--- src/source/gfx_pkg.sv ---
`default_nettype none

package gfx_pkg;

    localparam int max_layers    = 8;
    localparam int tiles_per_row = 32;

    typedef logic [11:0] cpu_addr_t;
    typedef logic [7:0]  cpu_data_t;
    typedef logic [8:0]  hpos_t;
    typedef logic [7:0]  scroll_t;
    typedef logic [4:0]  tile_idx_t;
    // Colour zero is transparent
    typedef logic [3:0]  colour_t;
    typedef logic [3:0]  palette_t;
    typedef logic [7:0]  pixel_t;

    // Page 0 register offsets
    localparam logic [7:0] reg_scroll_base = 8'h00;
    localparam logic [7:0] reg_bg          = 8'h08;
    localparam logic [7:0] reg_layer_en    = 8'h09;
    localparam logic [7:0] reg_ctrl        = 8'h0A;
    localparam logic [7:0] reg_irq_ack     = 8'h0B;

    // CPU side of one layer's tile RAM
    typedef struct packed {
        logic      we;
        tile_idx_t idx;
        cpu_data_t wdata;
    } tile_bus_t;

    typedef struct packed {
        logic    en;
        scroll_t scroll;
    } layer_cfg_t;

    // Same layout as pixel_t
    typedef struct packed {
        palette_t pal;
        colour_t  col;
    } layer_pxl_t;

    typedef struct packed {
        logic  active;
        hpos_t hpos;
    } video_in_t;

endpackage

`default_nettype wire
--- src/source/gfx_top.sv ---
`default_nettype none

module gfx_top #(
    parameter int num_layers = 3
) (
    input  logic                clk,
    input  logic                rst,
    // CPU bus
    input  logic                cpu_cs,
    input  logic                cpu_we,
    input  gfx_pkg::cpu_addr_t  cpu_addr,
    input  gfx_pkg::cpu_data_t  cpu_wdata,
    output gfx_pkg::cpu_data_t  cpu_rdata,
    output logic                irq_n,
    // Video timing in, pixels out
    input  gfx_pkg::video_in_t  video_in,
    input  logic                vblank,
    output gfx_pkg::pixel_t     pxl_out,
    output logic                pxl_valid
);

    gfx_pkg::tile_bus_t   tile_bus [num_layers];
    gfx_pkg::cpu_data_t   tile_rdata [num_layers];
    gfx_pkg::layer_cfg_t  layer_cfg [num_layers];
    gfx_pkg::layer_pxl_t  layer_pxl [num_layers];
    // Only layer 0's flag feeds the mixer
    logic                 layer_active [num_layers];
    gfx_pkg::pixel_t      bg_pxl;

    gfx_regs #(
        .num_layers (num_layers)
    ) u_regs (
        .clk        (clk),
        .rst        (rst),
        .cpu_cs     (cpu_cs),
        .cpu_we     (cpu_we),
        .cpu_addr   (cpu_addr),
        .cpu_wdata  (cpu_wdata),
        .cpu_rdata  (cpu_rdata),
        .vblank     (vblank),
        .irq_n      (irq_n),
        .tile_bus   (tile_bus),
        .tile_rdata (tile_rdata),
        .layer_cfg  (layer_cfg),
        .bg_pxl     (bg_pxl)
    );

    for (genvar l = 0; l < num_layers; l++) begin : gen_layer
        layer_unit u_layer (
            .clk        (clk),
            .rst        (rst),
            .tile_bus   (tile_bus[l]),
            .tile_rdata (tile_rdata[l]),
            .cfg        (layer_cfg[l]),
            .video      (video_in),
            .pxl        (layer_pxl[l]),
            .active     (layer_active[l])
        );
    end

    layer_mixer #(
        .num_layers (num_layers)
    ) u_mixer (
        .clk        (clk),
        .rst        (rst),
        .layer_pxl  (layer_pxl),
        .active     (layer_active[0]),
        .bg_pxl     (bg_pxl),
        .pxl_out    (pxl_out),
        .pxl_valid  (pxl_valid)
    );

endmodule

`default_nettype wire

--- src/source/layer_mixer.sv ---
`default_nettype none

module layer_mixer #(
    parameter int num_layers = 1
) (
    input  logic                 clk,
    input  logic                 rst,
    input  gfx_pkg::layer_pxl_t  layer_pxl [num_layers],
    input  logic                 active,
    input  gfx_pkg::pixel_t      bg_pxl,
    output gfx_pkg::pixel_t      pxl_out,
    output logic                 pxl_valid
);

    gfx_pkg::pixel_t sel_pxl;

    // Walk from the top index down so layer 0 has the last word
    always_comb begin
        sel_pxl = bg_pxl;
        for (int l = num_layers - 1; l >= 0; l--) begin
            if (layer_pxl[l].col != '0) begin
                sel_pxl = gfx_pkg::pixel_t'(layer_pxl[l]);
            end
        end
    end

    always_ff @(posedge clk or posedge rst) begin
        if (rst) begin
            pxl_out   <= '0;
            pxl_valid <= 1'b0;
        end else begin
            pxl_valid <= active;
            // Blanked pixels go out as zero
            if (active) begin
                pxl_out <= sel_pxl;
            end else begin
                pxl_out <= '0;
            end
        end
    end

endmodule

`default_nettype wire

--- src/source/layer_unit.sv ---
`default_nettype none

module layer_unit (
    input  logic                 clk,
    input  logic                 rst,
    input  gfx_pkg::tile_bus_t   tile_bus,
    output gfx_pkg::cpu_data_t   tile_rdata,
    input  gfx_pkg::layer_cfg_t  cfg,
    input  gfx_pkg::video_in_t   video,
    output gfx_pkg::layer_pxl_t  pxl,
    output logic                 active
);

    // Entry is palette in the high nibble, colour in the low one
    gfx_pkg::cpu_data_t tile_mem [gfx_pkg::tiles_per_row];

    gfx_pkg::scroll_t   scr_pos;
    gfx_pkg::tile_idx_t render_idx;
    gfx_pkg::cpu_data_t entry;

    // CPU port, read-before-write
    always_ff @(posedge clk) begin
        if (tile_bus.we) begin
            tile_mem[tile_bus.idx] <= tile_bus.wdata;
        end
        tile_rdata <= tile_mem[tile_bus.idx];
    end

    // Scroll wraps at 256, eight pixels per tile
    assign scr_pos    = video.hpos[7:0] + cfg.scroll;
    assign render_idx = scr_pos[7:3];
    assign entry      = tile_mem[render_idx];

    // Render port
    always_ff @(posedge clk) begin
        pxl.pal <= entry[7:4];
        if (cfg.en) begin
            pxl.col <= entry[3:0];
        end else begin
            pxl.col <= '0;
        end
    end

    always_ff @(posedge clk or posedge rst) begin
        if (rst) begin
            active <= 1'b0;
        end else begin
            active <= video.active;
        end
    end

endmodule

`default_nettype wire

--- src/source/gfx_regs.sv ---
`default_nettype none

module gfx_regs #(
    parameter int num_layers = 1
) (
    input  logic                 clk,
    input  logic                 rst,
    input  logic                 cpu_cs,
    input  logic                 cpu_we,
    input  gfx_pkg::cpu_addr_t   cpu_addr,
    input  gfx_pkg::cpu_data_t   cpu_wdata,
    output gfx_pkg::cpu_data_t   cpu_rdata,
    input  logic                 vblank,
    output logic                 irq_n,
    output gfx_pkg::tile_bus_t   tile_bus [num_layers],
    input  gfx_pkg::cpu_data_t   tile_rdata [num_layers],
    output gfx_pkg::layer_cfg_t  layer_cfg [num_layers],
    output gfx_pkg::pixel_t      bg_pxl
);

    logic [3:0] page;
    logic [7:0] offset;
    logic       wr_stb;
    logic       rd_stb;
    logic       reg_wr;
    logic       ack_wr;
    logic       ctrl_off_wr;
    logic       tile_off_ok;
    logic       rd_map;

    gfx_pkg::scroll_t               scroll_q [num_layers];
    logic [gfx_pkg::max_layers-1:0] layer_en_q;
    gfx_pkg::pixel_t                bg_q;
    logic                           irq_en_q;
    logic                           irq_pend;
    logic                           vblank_q;

    gfx_pkg::cpu_data_t reg_rd;
    gfx_pkg::cpu_data_t rd_reg_q;
    gfx_pkg::cpu_data_t rd_now;
    gfx_pkg::cpu_data_t rd_hold;
    logic [3:0]         rd_page_q;
    logic               rd_map_q;
    logic               rd_pend;

    assign page        = cpu_addr[11:8];
    assign offset      = cpu_addr[7:0];
    assign wr_stb      = cpu_cs & cpu_we;
    assign rd_stb      = cpu_cs & ~cpu_we;
    assign reg_wr      = wr_stb && (page == 4'd0);
    assign ack_wr      = reg_wr && (offset == gfx_pkg::reg_irq_ack);
    assign ctrl_off_wr = reg_wr && (offset == gfx_pkg::reg_ctrl) && !cpu_wdata[0];

    // Tile pages only decode the first 32 offsets
    assign tile_off_ok = (offset[7:5] == 3'd0);
    assign rd_map      = (page == 4'd0) || (page <= 4'(num_layers) && tile_off_ok);

    // Configuration registers
    always_ff @(posedge clk or posedge rst) begin
        if (rst) begin
            for (int l = 0; l < num_layers; l++) begin
                scroll_q[l] <= '0;
            end
            layer_en_q <= '1;
            bg_q       <= '0;
            irq_en_q   <= 1'b0;
        end else if (reg_wr) begin
            for (int l = 0; l < num_layers; l++) begin
                if (offset == gfx_pkg::reg_scroll_base + 8'(l)) begin
                    scroll_q[l] <= cpu_wdata;
                end
            end
            case (offset)
                gfx_pkg::reg_bg:       bg_q       <= cpu_wdata;
                gfx_pkg::reg_layer_en: layer_en_q <= cpu_wdata;
                gfx_pkg::reg_ctrl:     irq_en_q   <= cpu_wdata[0];
                default: ;
            endcase
        end
    end

    // Vblank edge sets the pending flag
    always_ff @(posedge clk or posedge rst) begin
        if (rst) begin
            vblank_q <= 1'b0;
            irq_pend <= 1'b0;
        end else begin
            vblank_q <= vblank;
            // Ack or clearing irq_en drops the flag on the write edge
            if (ack_wr || ctrl_off_wr || !irq_en_q) begin
                irq_pend <= 1'b0;
            end else if (vblank && !vblank_q) begin
                irq_pend <= 1'b1;
            end
        end
    end

    assign irq_n = ~irq_pend;

    // Register read-back is sampled in the read cycle
    always_comb begin
        reg_rd = '0;
        for (int l = 0; l < num_layers; l++) begin
            if (offset == gfx_pkg::reg_scroll_base + 8'(l)) begin
                reg_rd = scroll_q[l];
            end
        end
        case (offset)
            gfx_pkg::reg_bg:       reg_rd = bg_q;
            gfx_pkg::reg_layer_en: reg_rd = layer_en_q;
            gfx_pkg::reg_ctrl:     reg_rd = {7'd0, irq_en_q};
            gfx_pkg::reg_irq_ack:  reg_rd = {7'd0, irq_pend};
            default: ;
        endcase
    end

    always_ff @(posedge clk) begin
        if (rd_stb) begin
            rd_page_q <= page;
            rd_map_q  <= rd_map;
            rd_reg_q  <= reg_rd;
        end
    end

    always_ff @(posedge clk or posedge rst) begin
        if (rst) begin
            rd_pend <= 1'b0;
            rd_hold <= '0;
        end else begin
            rd_pend <= rd_stb;
            rd_hold <= cpu_rdata;
        end
    end

    // Tile RAM data arrives one cycle after the read
    always_comb begin
        rd_now = '0;
        if (rd_map_q) begin
            if (rd_page_q == 4'd0) begin
                rd_now = rd_reg_q;
            end
            for (int l = 0; l < num_layers; l++) begin
                if (rd_page_q == 4'(l + 1)) begin
                    rd_now = tile_rdata[l];
                end
            end
        end
    end

    // Hold the last result until the next read
    assign cpu_rdata = rd_pend ? rd_now : rd_hold;

    always_comb begin
        for (int l = 0; l < num_layers; l++) begin
            tile_bus[l].we      = wr_stb && tile_off_ok && (page == 4'(l + 1));
            tile_bus[l].idx     = cpu_addr[4:0];
            tile_bus[l].wdata   = cpu_wdata;
            layer_cfg[l].scroll = scroll_q[l];
            layer_cfg[l].en     = layer_en_q[l];
        end
    end

    assign bg_pxl = bg_q;

endmodule

`default_nettype wire

--- config.mk ---
export PLATFORM = sky130hd
export DESIGN_NAME = gfx_top
export DESIGN_NICKNAME = d
export VERILOG_FILES = /design/src/source/gfx_pkg.sv /design/src/source/gfx_top.sv /design/src/source/layer_mixer.sv /design/src/source/layer_unit.sv /design/src/source/gfx_regs.sv
export SDC_FILE = /design/constraint.sdc
export NUM_CORES = 1
export LEC_CHECK = 0
export BUFFER_PORTS_ARGS = -buffer_cell sky130_fd_sc_hd__buf_2
export CORE_UTILIZATION = 40
export DETAILED_ROUTE_END_ITERATION = 16
export MAX_ROUTING_LAYER = met4
export SYNTH_ARGS = -nofsm -noshare
export SYNTH_HDL_FRONTEND = slang
export SYNTH_SLANG_ARGS = --single-unit
--- constraint.sdc ---
create_clock -name clk -period 5.8 [get_ports clk]
set_input_delay 1.16 -clock clk [delete_from_list [all_inputs] [get_ports clk]]
set_output_delay 1.16 -clock clk [all_outputs]
set_load 0.02 [all_outputs]
=== After elaboration in Yosys (flattened, before gate mapping) ===
Memories as Yosys holds them, arrays and structs flattened. A register that Yosys moved wholly into a read port is not among the register bits.
Cells that the tools add are included.

* Bits in registers: 99
* Bits in writable memories: 768
* Input port bits: 35
* Output and inout bits: 18
* Logic and storage cells: 97
* Memories kept: 3

{| class="wikitable"
|+ Memory list
! name !! depth !! bits a word !! rd ports !! clocked after memory_dff !! wr ports !! RTL line !! text
|-
| gen_layer[0].u_layer.tile_mem || 32 || 8 || 2 || 1 || 1 || layer_unit.sv:15 || <nowiki>gfx_pkg::cpu_data_t tile_mem [gfx_pkg::tiles_per_row];</nowiki>
|-
| gen_layer[1].u_layer.tile_mem || 32 || 8 || 2 || 1 || 1 || layer_unit.sv:15 ||
|-
| gen_layer[2].u_layer.tile_mem || 32 || 8 || 2 || 1 || 1 || layer_unit.sv:15 ||
|}

* $add $sub $neg: 3
* $lt $le $gt $ge: 1
* Equal/unequal tests: 12
* Mux-type cells: 22
* Bitwise gates (word level): 4
* Reductions and logical operators: 30

{| class="wikitable"
|+ Operators with widths
! kind !! count
|-
| 8-bit 2-to-1 mux || 13
|-
| 8-bit by 4-bit == test with 1-bit output, second input constant || 4
|-
| 8-bit one-hot mux with 4 select lines || 1
|-
| 8-bit adder || 3
|-
| 4-bit by 2-bit == test with 1-bit output, second input constant || 4
|-
| 2-bit AND reduction || 6
|-
| 4-bit nonzero test || 3
|-
| 1-bit logical AND || 10
|-
| 4-bit by 1-bit == test with 1-bit output, second input constant || 2
|-
| 8-bit by 1-bit == test with 1-bit output, second input constant || 1
|-
| 8-bit by 2-bit == test with 1-bit output, second input constant || 1
|-
| 4-bit zero test || 2
|-
| 8-bit zero test || 1
|-
| 1-bit 2-to-1 mux || 8
|-
| 4-bit by 2-bit <= comparator with 1-bit output, second input constant || 1
|-
| 1-bit zero test || 3
|-
| 3-bit zero test || 1
|-
| 1-bit logical OR || 3
|-
| 1-bit bitwise AND || 2
|-
| 1-bit NOT || 2
|-
| 2-bit nonzero test || 1
|}

=== Longest topological paths before layout ===
Gate-level depths: netlist (run 1).

* Word-level depth: 7
* Gate-level depth with buffers: 12
* Mapped depth without buffers: 8

=== Modules after synthesis ===
From an unflattened synthesis (run 1), not the netlist that was laid out.

* Cell total of the unflattened synthesis: 3353
* Area, all modules: 45198.3 µm²

{| class="wikitable"
|+ By module, submodules not included
! module !! instances !! cells an instance !! area an instance (µm²) !! seq. area each (µm²)
|-
| layer_unit || 3 || 1010 || 13759.4 || 8032.7
|-
| gfx_regs || 1 || 274 || 3383.2 || 1701.6
|-
| layer_mixer || 1 || 49 || 536.8 || 225.2
|}

=== Worst setup path before layout (run 1) ===
OpenSTA, ideal clock, no wires.

* Kind: input port to flip-flop
* From: input port video_in[4] (netlist bit)
* To: register gen_layer[2].u_layer.pxl[2] (netlist bit)
* Setup time: 119 ps
* Data arrival time: 3526 ps
* Required time: 5681 ps
* Path slack: 2156 ps
* Stages: 10
* Path buffers: 2
* Cells stage by stage: ha_1 > buf_4 > xor2_2 > buf_6 > mux2i_1 > nand2_1 > o211ai_1 > a221oi_1 > or4_1 > o221a_2

* Cells in the longest elaborated chain, start to end: 2

{| class="wikitable"
|+ RTL lines
! what !! RTL line !! text
|-
| start: declaration || gfx_top.sv:16 || <nowiki>input gfx_pkg::video_in_t video_in,</nowiki>
|-
| 8-bit adder || layer_unit.sv:30 || <nowiki>assign scr_pos = video.hpos[7:0] + cfg.scroll;</nowiki>
|-
| memory 32 x 8 bit || - ||
|-
| end: declaration || layer_unit.sv:10 || <nowiki>output gfx_pkg::layer_pxl_t pxl,</nowiki>
|}

Every way passes these cells.
A chain may end at the register's enable or synchronous reset.

=== Final worst setup path (run 1) ===
* From: input port video_in[2] (netlist bit)
* To: register gen_layer[1].u_layer.pxl[2] (netlist bit)

* Cells in the longest elaborated chain, start to end: 2

{| class="wikitable"
|+ RTL lines
! what !! RTL line
|-
| 8-bit adder || layer_unit.sv:30
|-
| memory 32 x 8 bit || -
|-
| end: declaration || layer_unit.sv:10
|}

Every way passes these cells.

==> key figures, run 1 <==
Setup path
  • CP max stage cell: or4_1
  • CP Launch Type: primary input
  • Critical Path RT: about 6.4 ns
  • CP Max Fanout: 14
  • Critical Path Sink Type: flop
  • Critical Path AT: 4.73 ns
  • Crit path kind: primary input to flop
  • Delay-heaviest family, CP: simple AND/OR/NAND/NOR gates
  • Worst-path cell chain: buf_2, ha_1, nand4_1, a21oi_2, nor3_1, nor2_2, buf_4, a211oi_1, or4_1, a311oi_1
  • CP Buf/Inv Count: 2
  • Worst stage delay on the critical path: roughly 0.53 ns

Clocking
  • Total clock sinks: around 900
  • Root Driver: clkbuf_16
  • PostCTS Resize Cnt: 0
  • Htree depth: 3
  • Maximum clock insertion buffer count: 3
  • Hold buffers post-CTS: 0
  • Post-CTS Setup Repair Bufs: 0
  • TritonCTS clock tree: yes
  • Clk Latency, worst-skew pair: a little under 0.7 ns
  • Clock-pin slew on the worst setup and hold paths: about 0.070 ns
  • CTS buffer count: between 90 and 100

Power and ir drop
  • Power density over cell area: approximately 300 nW/um^2
  • Final Power: ~14 mW
  • Pleak: between 15 and 20 nW
  • Peak supply drop: ~0.00026 V

Synth
  • Syn nets: approximately 3200
  • Most common cell in the netlist: edfxtp_1
  • Post-Syn Area per Cell: approximately 14 um^2
  • Area leader, netlist: edfxtp_1
  • Yosys warning total: 0
  • Yosys top cell area share: 0.554
  • Fraction of registers with async set/reset: 0.0696
  • Post-synth EDFFs: approximately 800
  • Post-synthesis instance area: 42300 um^2
  • Seq/Total Area, Yosys: 0.614
  • Post-Syn Instances: between 3000 and 4000
  • Top post-synthesis cells by area: edfxtp_1 (55%), mux4_2 (10%), dfrtp_1 (3.2%)
  • Top cells by instance count after synthesis: edfxtp_1 (781), nor2_1 (357), nand2_1 (352)
  • Post-synth cell types: 89
  • Most used DFF post-synth: edfxtp_1
  • Number of synthesized register bits: just under 900

Route
  • WL/cell: about 30 um
  • Vias per cell: roughly 6.4
  • Via Count: ~30000
  • TritonRoute pass-1 iters: 6
  • Antenna-violating nets left: 0
  • DR iter-0 viols: around 4300
  • Remaining routing DRC violations: 0
  • Drt total wl: approximately 140000 um

Floorplan
  • Initial core utilization: 0.406
  • Die Ht: approximately 330 um
  • Core ar.: roughly 100000 um^2
  • Core Rows: 118
  • Die ar.: approximately 110000 um^2
  • IO Pins: 53
  • Die width: between 300 and 400 um

Timing
  • Max-slew headroom: 0.0689
  • Fin. max-slew vios: 0
  • Max frequency: around 0.24 GHz
  • Setup violators final: 0
  • RSZ-0062 raised after global routing: no
  • Final Hold Vio Count: 0
  • Layout Skew: ~0.046 ns
  • Final worst path period share: 0.719
  • Period minus WS final: 4.17 ns
  • Worst-Margin Slew: ~1.4 ns
  • Final setup TNS: 0 ns

Layout
  • Final instance area: ~48000 um^2
  • Final core occ: 0.458
  • Share of cells above drive strength 1: 0.193
  • Area growth syn-to-layout: 12.8%
  • Layout net count: roughly 3200

Outcome
  • Status: finished, final reports clean

GRT
  • Vias in the first global route: around 29000
  • Initial antenna violation count: 6
  • Met2 Use GR: 0.399
  • Global route hottest layer: met2
  • GR Overflow Total: 0
  • Largest net degree at the start of global routing: 102
  • First-pass GRT wire length: just over 200000 um
  • GR Util met1: 0.363
  • Met3 GRT Util: 0.0609
  • Total Routing Usage GR: 0.269

Placed design
  • Final GP Congestion: roughly 0.94
  • DP Wirelength: 91200 um
  • Port bufs: 51
  • DP Area: about 45000 um^2

Hold path
  • Worst Hold Class: flop to flop

Run
  • MaxCap Viol Count: 0
[through the flow]
step                hold slack (ns)  worst slack [ns]  instances
finish                        0.531              1.63       4606
global route                  0.561              1.46       4606
CTS                           0.532              1.70       4601
detailed placement            0.520             0.990       4427
global placement              0.512              1.06       4427
floorplan                     0.424              2.16       3099
[cell usage in the layout, fill, tap and decap left out, types with 9 or more instances in the layout]
master     netlist  routed
nor3_1          52      51
a31oi_1         22      21
o211ai_1        24      24
o311ai_0        14      14
nand3_1         56      56
nand2_1        352     352
a211oi_1        27      27
bufinv_16        0       9
a221oi_1        28      28
a22oi_1        113     113
a2111oi_0       20      20
nor2_1         357     354
dfxtp_1         48      48
ha_1            18      17
o32ai_1         11      11
buf_12           0      10
and3_1          11      11
clkbuf_16        0     100
and2_1          19      19
clkinv_2         0      15
mux2i_1        112     111
a21oi_1         38      37
edfxtp_1       781     781
nor4_1          12      12
mux4_2         197     197
dfrtp_1         54      54
inv_1           25      24
or4_1           11      11
mux2_2          56      56
a311oi_1        10      10
clkbuf_1       123      18
nand4_1         64      64
buf_2           48      41
clkinv_1         1      16
buf_4            9     116
a21boi_0         9       9
o21ai_0         22      21
o221ai_1        63      63
o22ai_1         92      92
nor2b_1         14      14
[cell families after synthesis]
family	after synthesis	synth area share
buffers and inverters	248	0.0250
adders and majority gates	18	0.00532
AOI/OAI and AO/OA	570	0.102
muxes	365	0.146
DFF	891	0.614
and+or+nand+nor	992	0.104
xor gates and xnor gates	15	0.00390
[state kept, by name, indices dropped and copies added, names as in the netlist]
| name | cells |
|---|---|
| gen_layer.u_layer.active | 1 |
| u_regs.bg_pxl | 8 |
| u_regs.layer_en_q | 8 |
| gen_layer.u_layer.pxl | 24 |
| u_regs.rd_pend | 1 |
| u_regs.rd_page_q | 4 |
| u_mixer.pxl_valid | 1 |
| u_regs.irq_pend | 1 |
| u_regs.rd_map_q | 1 |
| u_regs.layer_cfg | 24 |
| gen_layer.u_layer.tile_rdata | 24 |
| u_regs.vblank_q | 1 |
| u_regs.irq_en_q | 1 |
| u_regs.rd_hold | 8 |
| gen_layer.u_layer.tile_mem | 768 |
| u_regs.rd_reg_q | 8 |
| u_mixer.pxl_out | 8 |
[path summary, 6_finish.rpt]
kind,endpoint,startpoint,depth (start not counted),slack [ns]
max in group asynchronous,u_regs.bg_pxl[6]$_DFFE_PP0P_,rst,3,4.42
min in group asynchronous,u_regs.rd_hold[1]$_DFF_PP0_,rst,3,0.77
hold / removal,u_regs.layer_en_q[0]$_DFFE_PP1P_,u_regs.layer_en_q[0]$_DFFE_PP1P_,2,0.53
setup reg to reg,gen_layer[1].u_layer.pxl[2]$_SDFF_PN0_,u_regs.layer_cfg[11]$_DFFE_PP0P_,9,1.86
setup / recovery,gen_layer[1].u_layer.pxl[2]$_SDFF_PN0_,video_in[2],10,1.63
hold reg to reg,u_regs.layer_en_q[0]$_DFFE_PP1P_,u_regs.layer_en_q[0]$_DFFE_PP1P_,2,0.53
[worst register-to-register path, delay by kind of cell, from the launching register on]
family                   cells  cell delay (ns)
adder cells (fa/ha/maj)      1             0.37
AO/OA/AOI/OAI                3             1.01
flip-flops                   1             0.40
AND/OR/NAND/NOR              4             1.68
buffers and inverters        1             0.37
[final cells by class]
type / count / area, um^2
fill: 9197 / 56500
sequential: 891 / 26000
multi-input combinational: 1960 / 15400
clock buffer: 126 / 2680
tap: 1380 / 1730
timing repair buffer: 169 / 1310
clock inverter: 48 / 483
inverter: 27 / 101
antenna: 5 / 12.5
[per-layer routing]
| layer | vias up | share of wire |
|---|---|---|
| li1 | 12439 | - |
| met3 | 321 | 0.11 |
| met2 | 1798 | 0.45 |
| met1 | 14994 | 0.40 |
| met5 | - | 0 |
| met4 | 0 | 0.038 |
[power by group]
group,total [mW],internal (mW),switching [mW]
clock,6.20,3.64,2.56
sequential,7.09,7.03,0.0541
combinational,1.18,0.391,0.789
Power figures use the tool's default switching activity.
==> run 2: changes to the inputs <==
==> constraint.sdc (replaced) <==
create_clock -name clk -period 3.67 [get_ports clk]
set_input_delay 0.734 -clock clk [delete_from_list [all_inputs] [get_ports clk]]
set_output_delay 0.734 -clock clk [all_outputs]
set_load 0.02 [all_outputs]
==> key figures, run 2 (synthesized netlist as in run 1, its figures left out) <==
GRT
  • Largest net degree at the start of global routing: 96 (-5.9%)
  • Total Routing Usage GR: 0.272 (+0.00256)
  • First-pass GRT wire length: 206000 um (+1.0%)
  • Vias in the first global route: 29309 (+2.8%)
  • Initial antenna violation count: 1 (-5)
  • GR Overflow Total: 0 (unchanged)

Route
  • Via Count: 30183 (+2.1%)
  • WL/cell: 29.7 um (-2.6%)
  • Vias per cell: 6.31 (-1.7%)
  • Remaining routing DRC violations: 0 (unchanged)
  • TritonRoute pass-1 iters: 6 (unchanged)
  • Drt total wl: 142000 um (+1.2%)
  • DR iter-0 viols: 4157 (-2.2%)
  • Antenna-violating nets left: 0 (unchanged)

Placed design
  • Final GP Congestion: 0.942 (+0.33%)
  • Port bufs: 51 (unchanged)
  • DP Wirelength: 96400 um (+5.8%)

Layout
  • Final core occ: 0.474 (+0.0158)
  • Share of cells above drive strength 1: 0.238 (+0.0452)
  • Biggest register: gen_layer.u_layer.tile_mem
  • Commonest non-fill, non-tap cells in the layout: edfxtp_1 (781), nor2_1 (354), nand2_1 (352)
  • Ant diodes: 0 (-5)
  • Most common cell after layout, fill and taps aside: edfxtp_1
  • Area growth syn-to-layout: 16.7%
  • Layout net count: 3382 (+5.8%)
  • Max reg flops: 768 (unchanged)

Floorplan
  • Die width: 327 um (unchanged)
  • Die Ht: 327 um (unchanged)
  • Core ar.: 104000 um^2 (unchanged)
  • Die ar.: 107000 um^2 (unchanged)
  • Core Rows: 118 (unchanged)
  • Initial core utilization: 0.406 (unchanged)
  • IO Pins: 53 (unchanged)

Clocking
  • Htree depth: 3 (unchanged)
  • Maximum clock insertion buffer count: 3 (unchanged)
  • Post-CTS Setup Repair Bufs: 0 (unchanged)
  • PostCTS Resize Cnt: 0 (unchanged)
  • Root Driver: clkbuf_16
  • CTS buffer count: 96 (+1.1%)
  • Clk Latency, worst-skew pair: 0.69 ns (about the same)
  • Total clock sinks: 891 (unchanged)
  • TritonCTS clock tree: yes
  • Clock-pin slew on the worst setup and hold paths: 0.06 ns (about the same)
  • Hold buffers post-CTS: 0 (unchanged)

Run
  • MaxCap Viol Count: 0 (unchanged)

Timing
  • Worst-Margin Slew: 1.20 ns (-0.184 ns)
  • Setup violators final: 0 (unchanged)
  • Final setup TNS: 0 ns (unchanged)
  • Fin. max-slew vios: 0 (unchanged)
  • Max frequency: between 0.2 and 0.3 GHz
  • Final hold slack: 0.151 ns (-0.380 ns)
  • Final Hold Vio Count: 0 (unchanged)
  • Max-slew headroom: 0.198 (+0.129)
  • Final worst path period share: 0.926
  • Period minus WS final: roughly 3.4 ns
  • Layout Skew: 0.0399 ns (-0.00564 ns)
  • RSZ-0062 raised after global routing: no

Setup path
  • Crit path kind: flop to output port
  • CP max stage cell: edfxtp_1
  • Critical Path AT: 2.66 ns (-2.07 ns)
  • Critical Path Sink Type: output port
  • CP Launch Type: flop
  • Critical Path RT: 2.94 ns (-3.42 ns)
  • Worst-path cell chain: nor4b_1, buf_4, a221oi_1, o22ai_1, buf_2
  • CP Max Fanout: 10 (-4)
  • Worst stage delay on the critical path: 0.69 ns (+0.16 ns)

Power and ir drop
  • Pleak: 17.0 nW (+6.3%)
  • Power density over cell area: 462 nW/um^2 (+52%)
  • Peak supply drop: 0.000337 V (+28%)

Outcome
  • Status: finished, final reports clean

Hold path
  • Worst Hold Class: primary input to async pin
==> run 2: cell count changes in the layout (fill, tap and decap cells not counted), moves of 3 or more <==
cell        before  now
buf_12          10   36
diode_2          5    0
clkinv_1        16    7
bufinv_16        9    3
clkbuf_1        18   23
buf_4          116  274
clkbuf_8         8   19
clkbuf_16      100   97
clkinvlp_4       2    6
==> run 2: routing by layer <==
layer	routed length, um	global-route usage	vias up
met2	63200	0.397	1739
met3	15100	0.0552	316
li1	-	-	12818
met5	0	-	-
met1	57900	0.373	15310
met4	5940	0.105	0
==> run 2: critical path, delay by kind of cell (launching register included) <==
family | cells | cell delay, ns
simple gates | 1 | 0.11
compound gates | 2 | 0.80
buf+inv | 2 | 0.40
flops | 1 | 0.69
==> run 2: stage by stage <==
step	std cells	total power, mW	instance area, um^2	worst slack (ns)
floorplan	3099	12.4	42300	0.452
global placement	4611	13.4	46300	0.0823
detailed placement	4611	13.4	46300	0.0869
CTS	4787	22.9	49400	0.279
global route	4787	23.4	49400	0.149
finish	4787	22.8	49400	0.272
==> run 2: worst paths after layout <==
| path | start | to | slack [ns] | depth (start not counted) |
|---|---|---|---|---|
| worst max-delay path | u_regs.rd_page_q[0]$_DFFE_PP_ | cpu_rdata[6] | 0.27 | 5 |
| worst min-delay path | rst | u_regs.layer_cfg[18]$_DFFE_PP0P_ | 0.15 | 2 |
| worst max register to register | u_regs.layer_cfg[20]$_DFFE_PP0P_ | gen_layer[0].u_layer.pxl[4]$_DFF_P_ | 0.48 | 10 |
| worst min register to register | u_regs.rd_hold[3]$_DFF_PP0_ | u_regs.rd_hold[3]$_DFF_PP0_ | 0.53 | 2 |
| max in group asynchronous | rst | u_regs.layer_en_q[4]$_DFFE_PP1P_ | 2.68 | 3 |
| min in group clk | video_in[9] | gen_layer[0].u_layer.active$_DFF_PP0_ | 0.17 | 1 |
==> run 2: area by class of cell <==
type                       instances  area, um^2
clock buffer                     139        2780
clock inverter                    37         337
fill                            9237       54900
inverter                          27         101
multi-input combinational       1960       15400
sequential                       891       26000
tap                             1380        1730
timing repair buffer             353        3010
==> run 2: where the power goes <==
part,switching (mW),leakage (nW),internal [mW]
Combinational,1.27,7.24,0.731
Clock,4.10,1.52,5.48
Sequential,0.0995,8.25,11.1
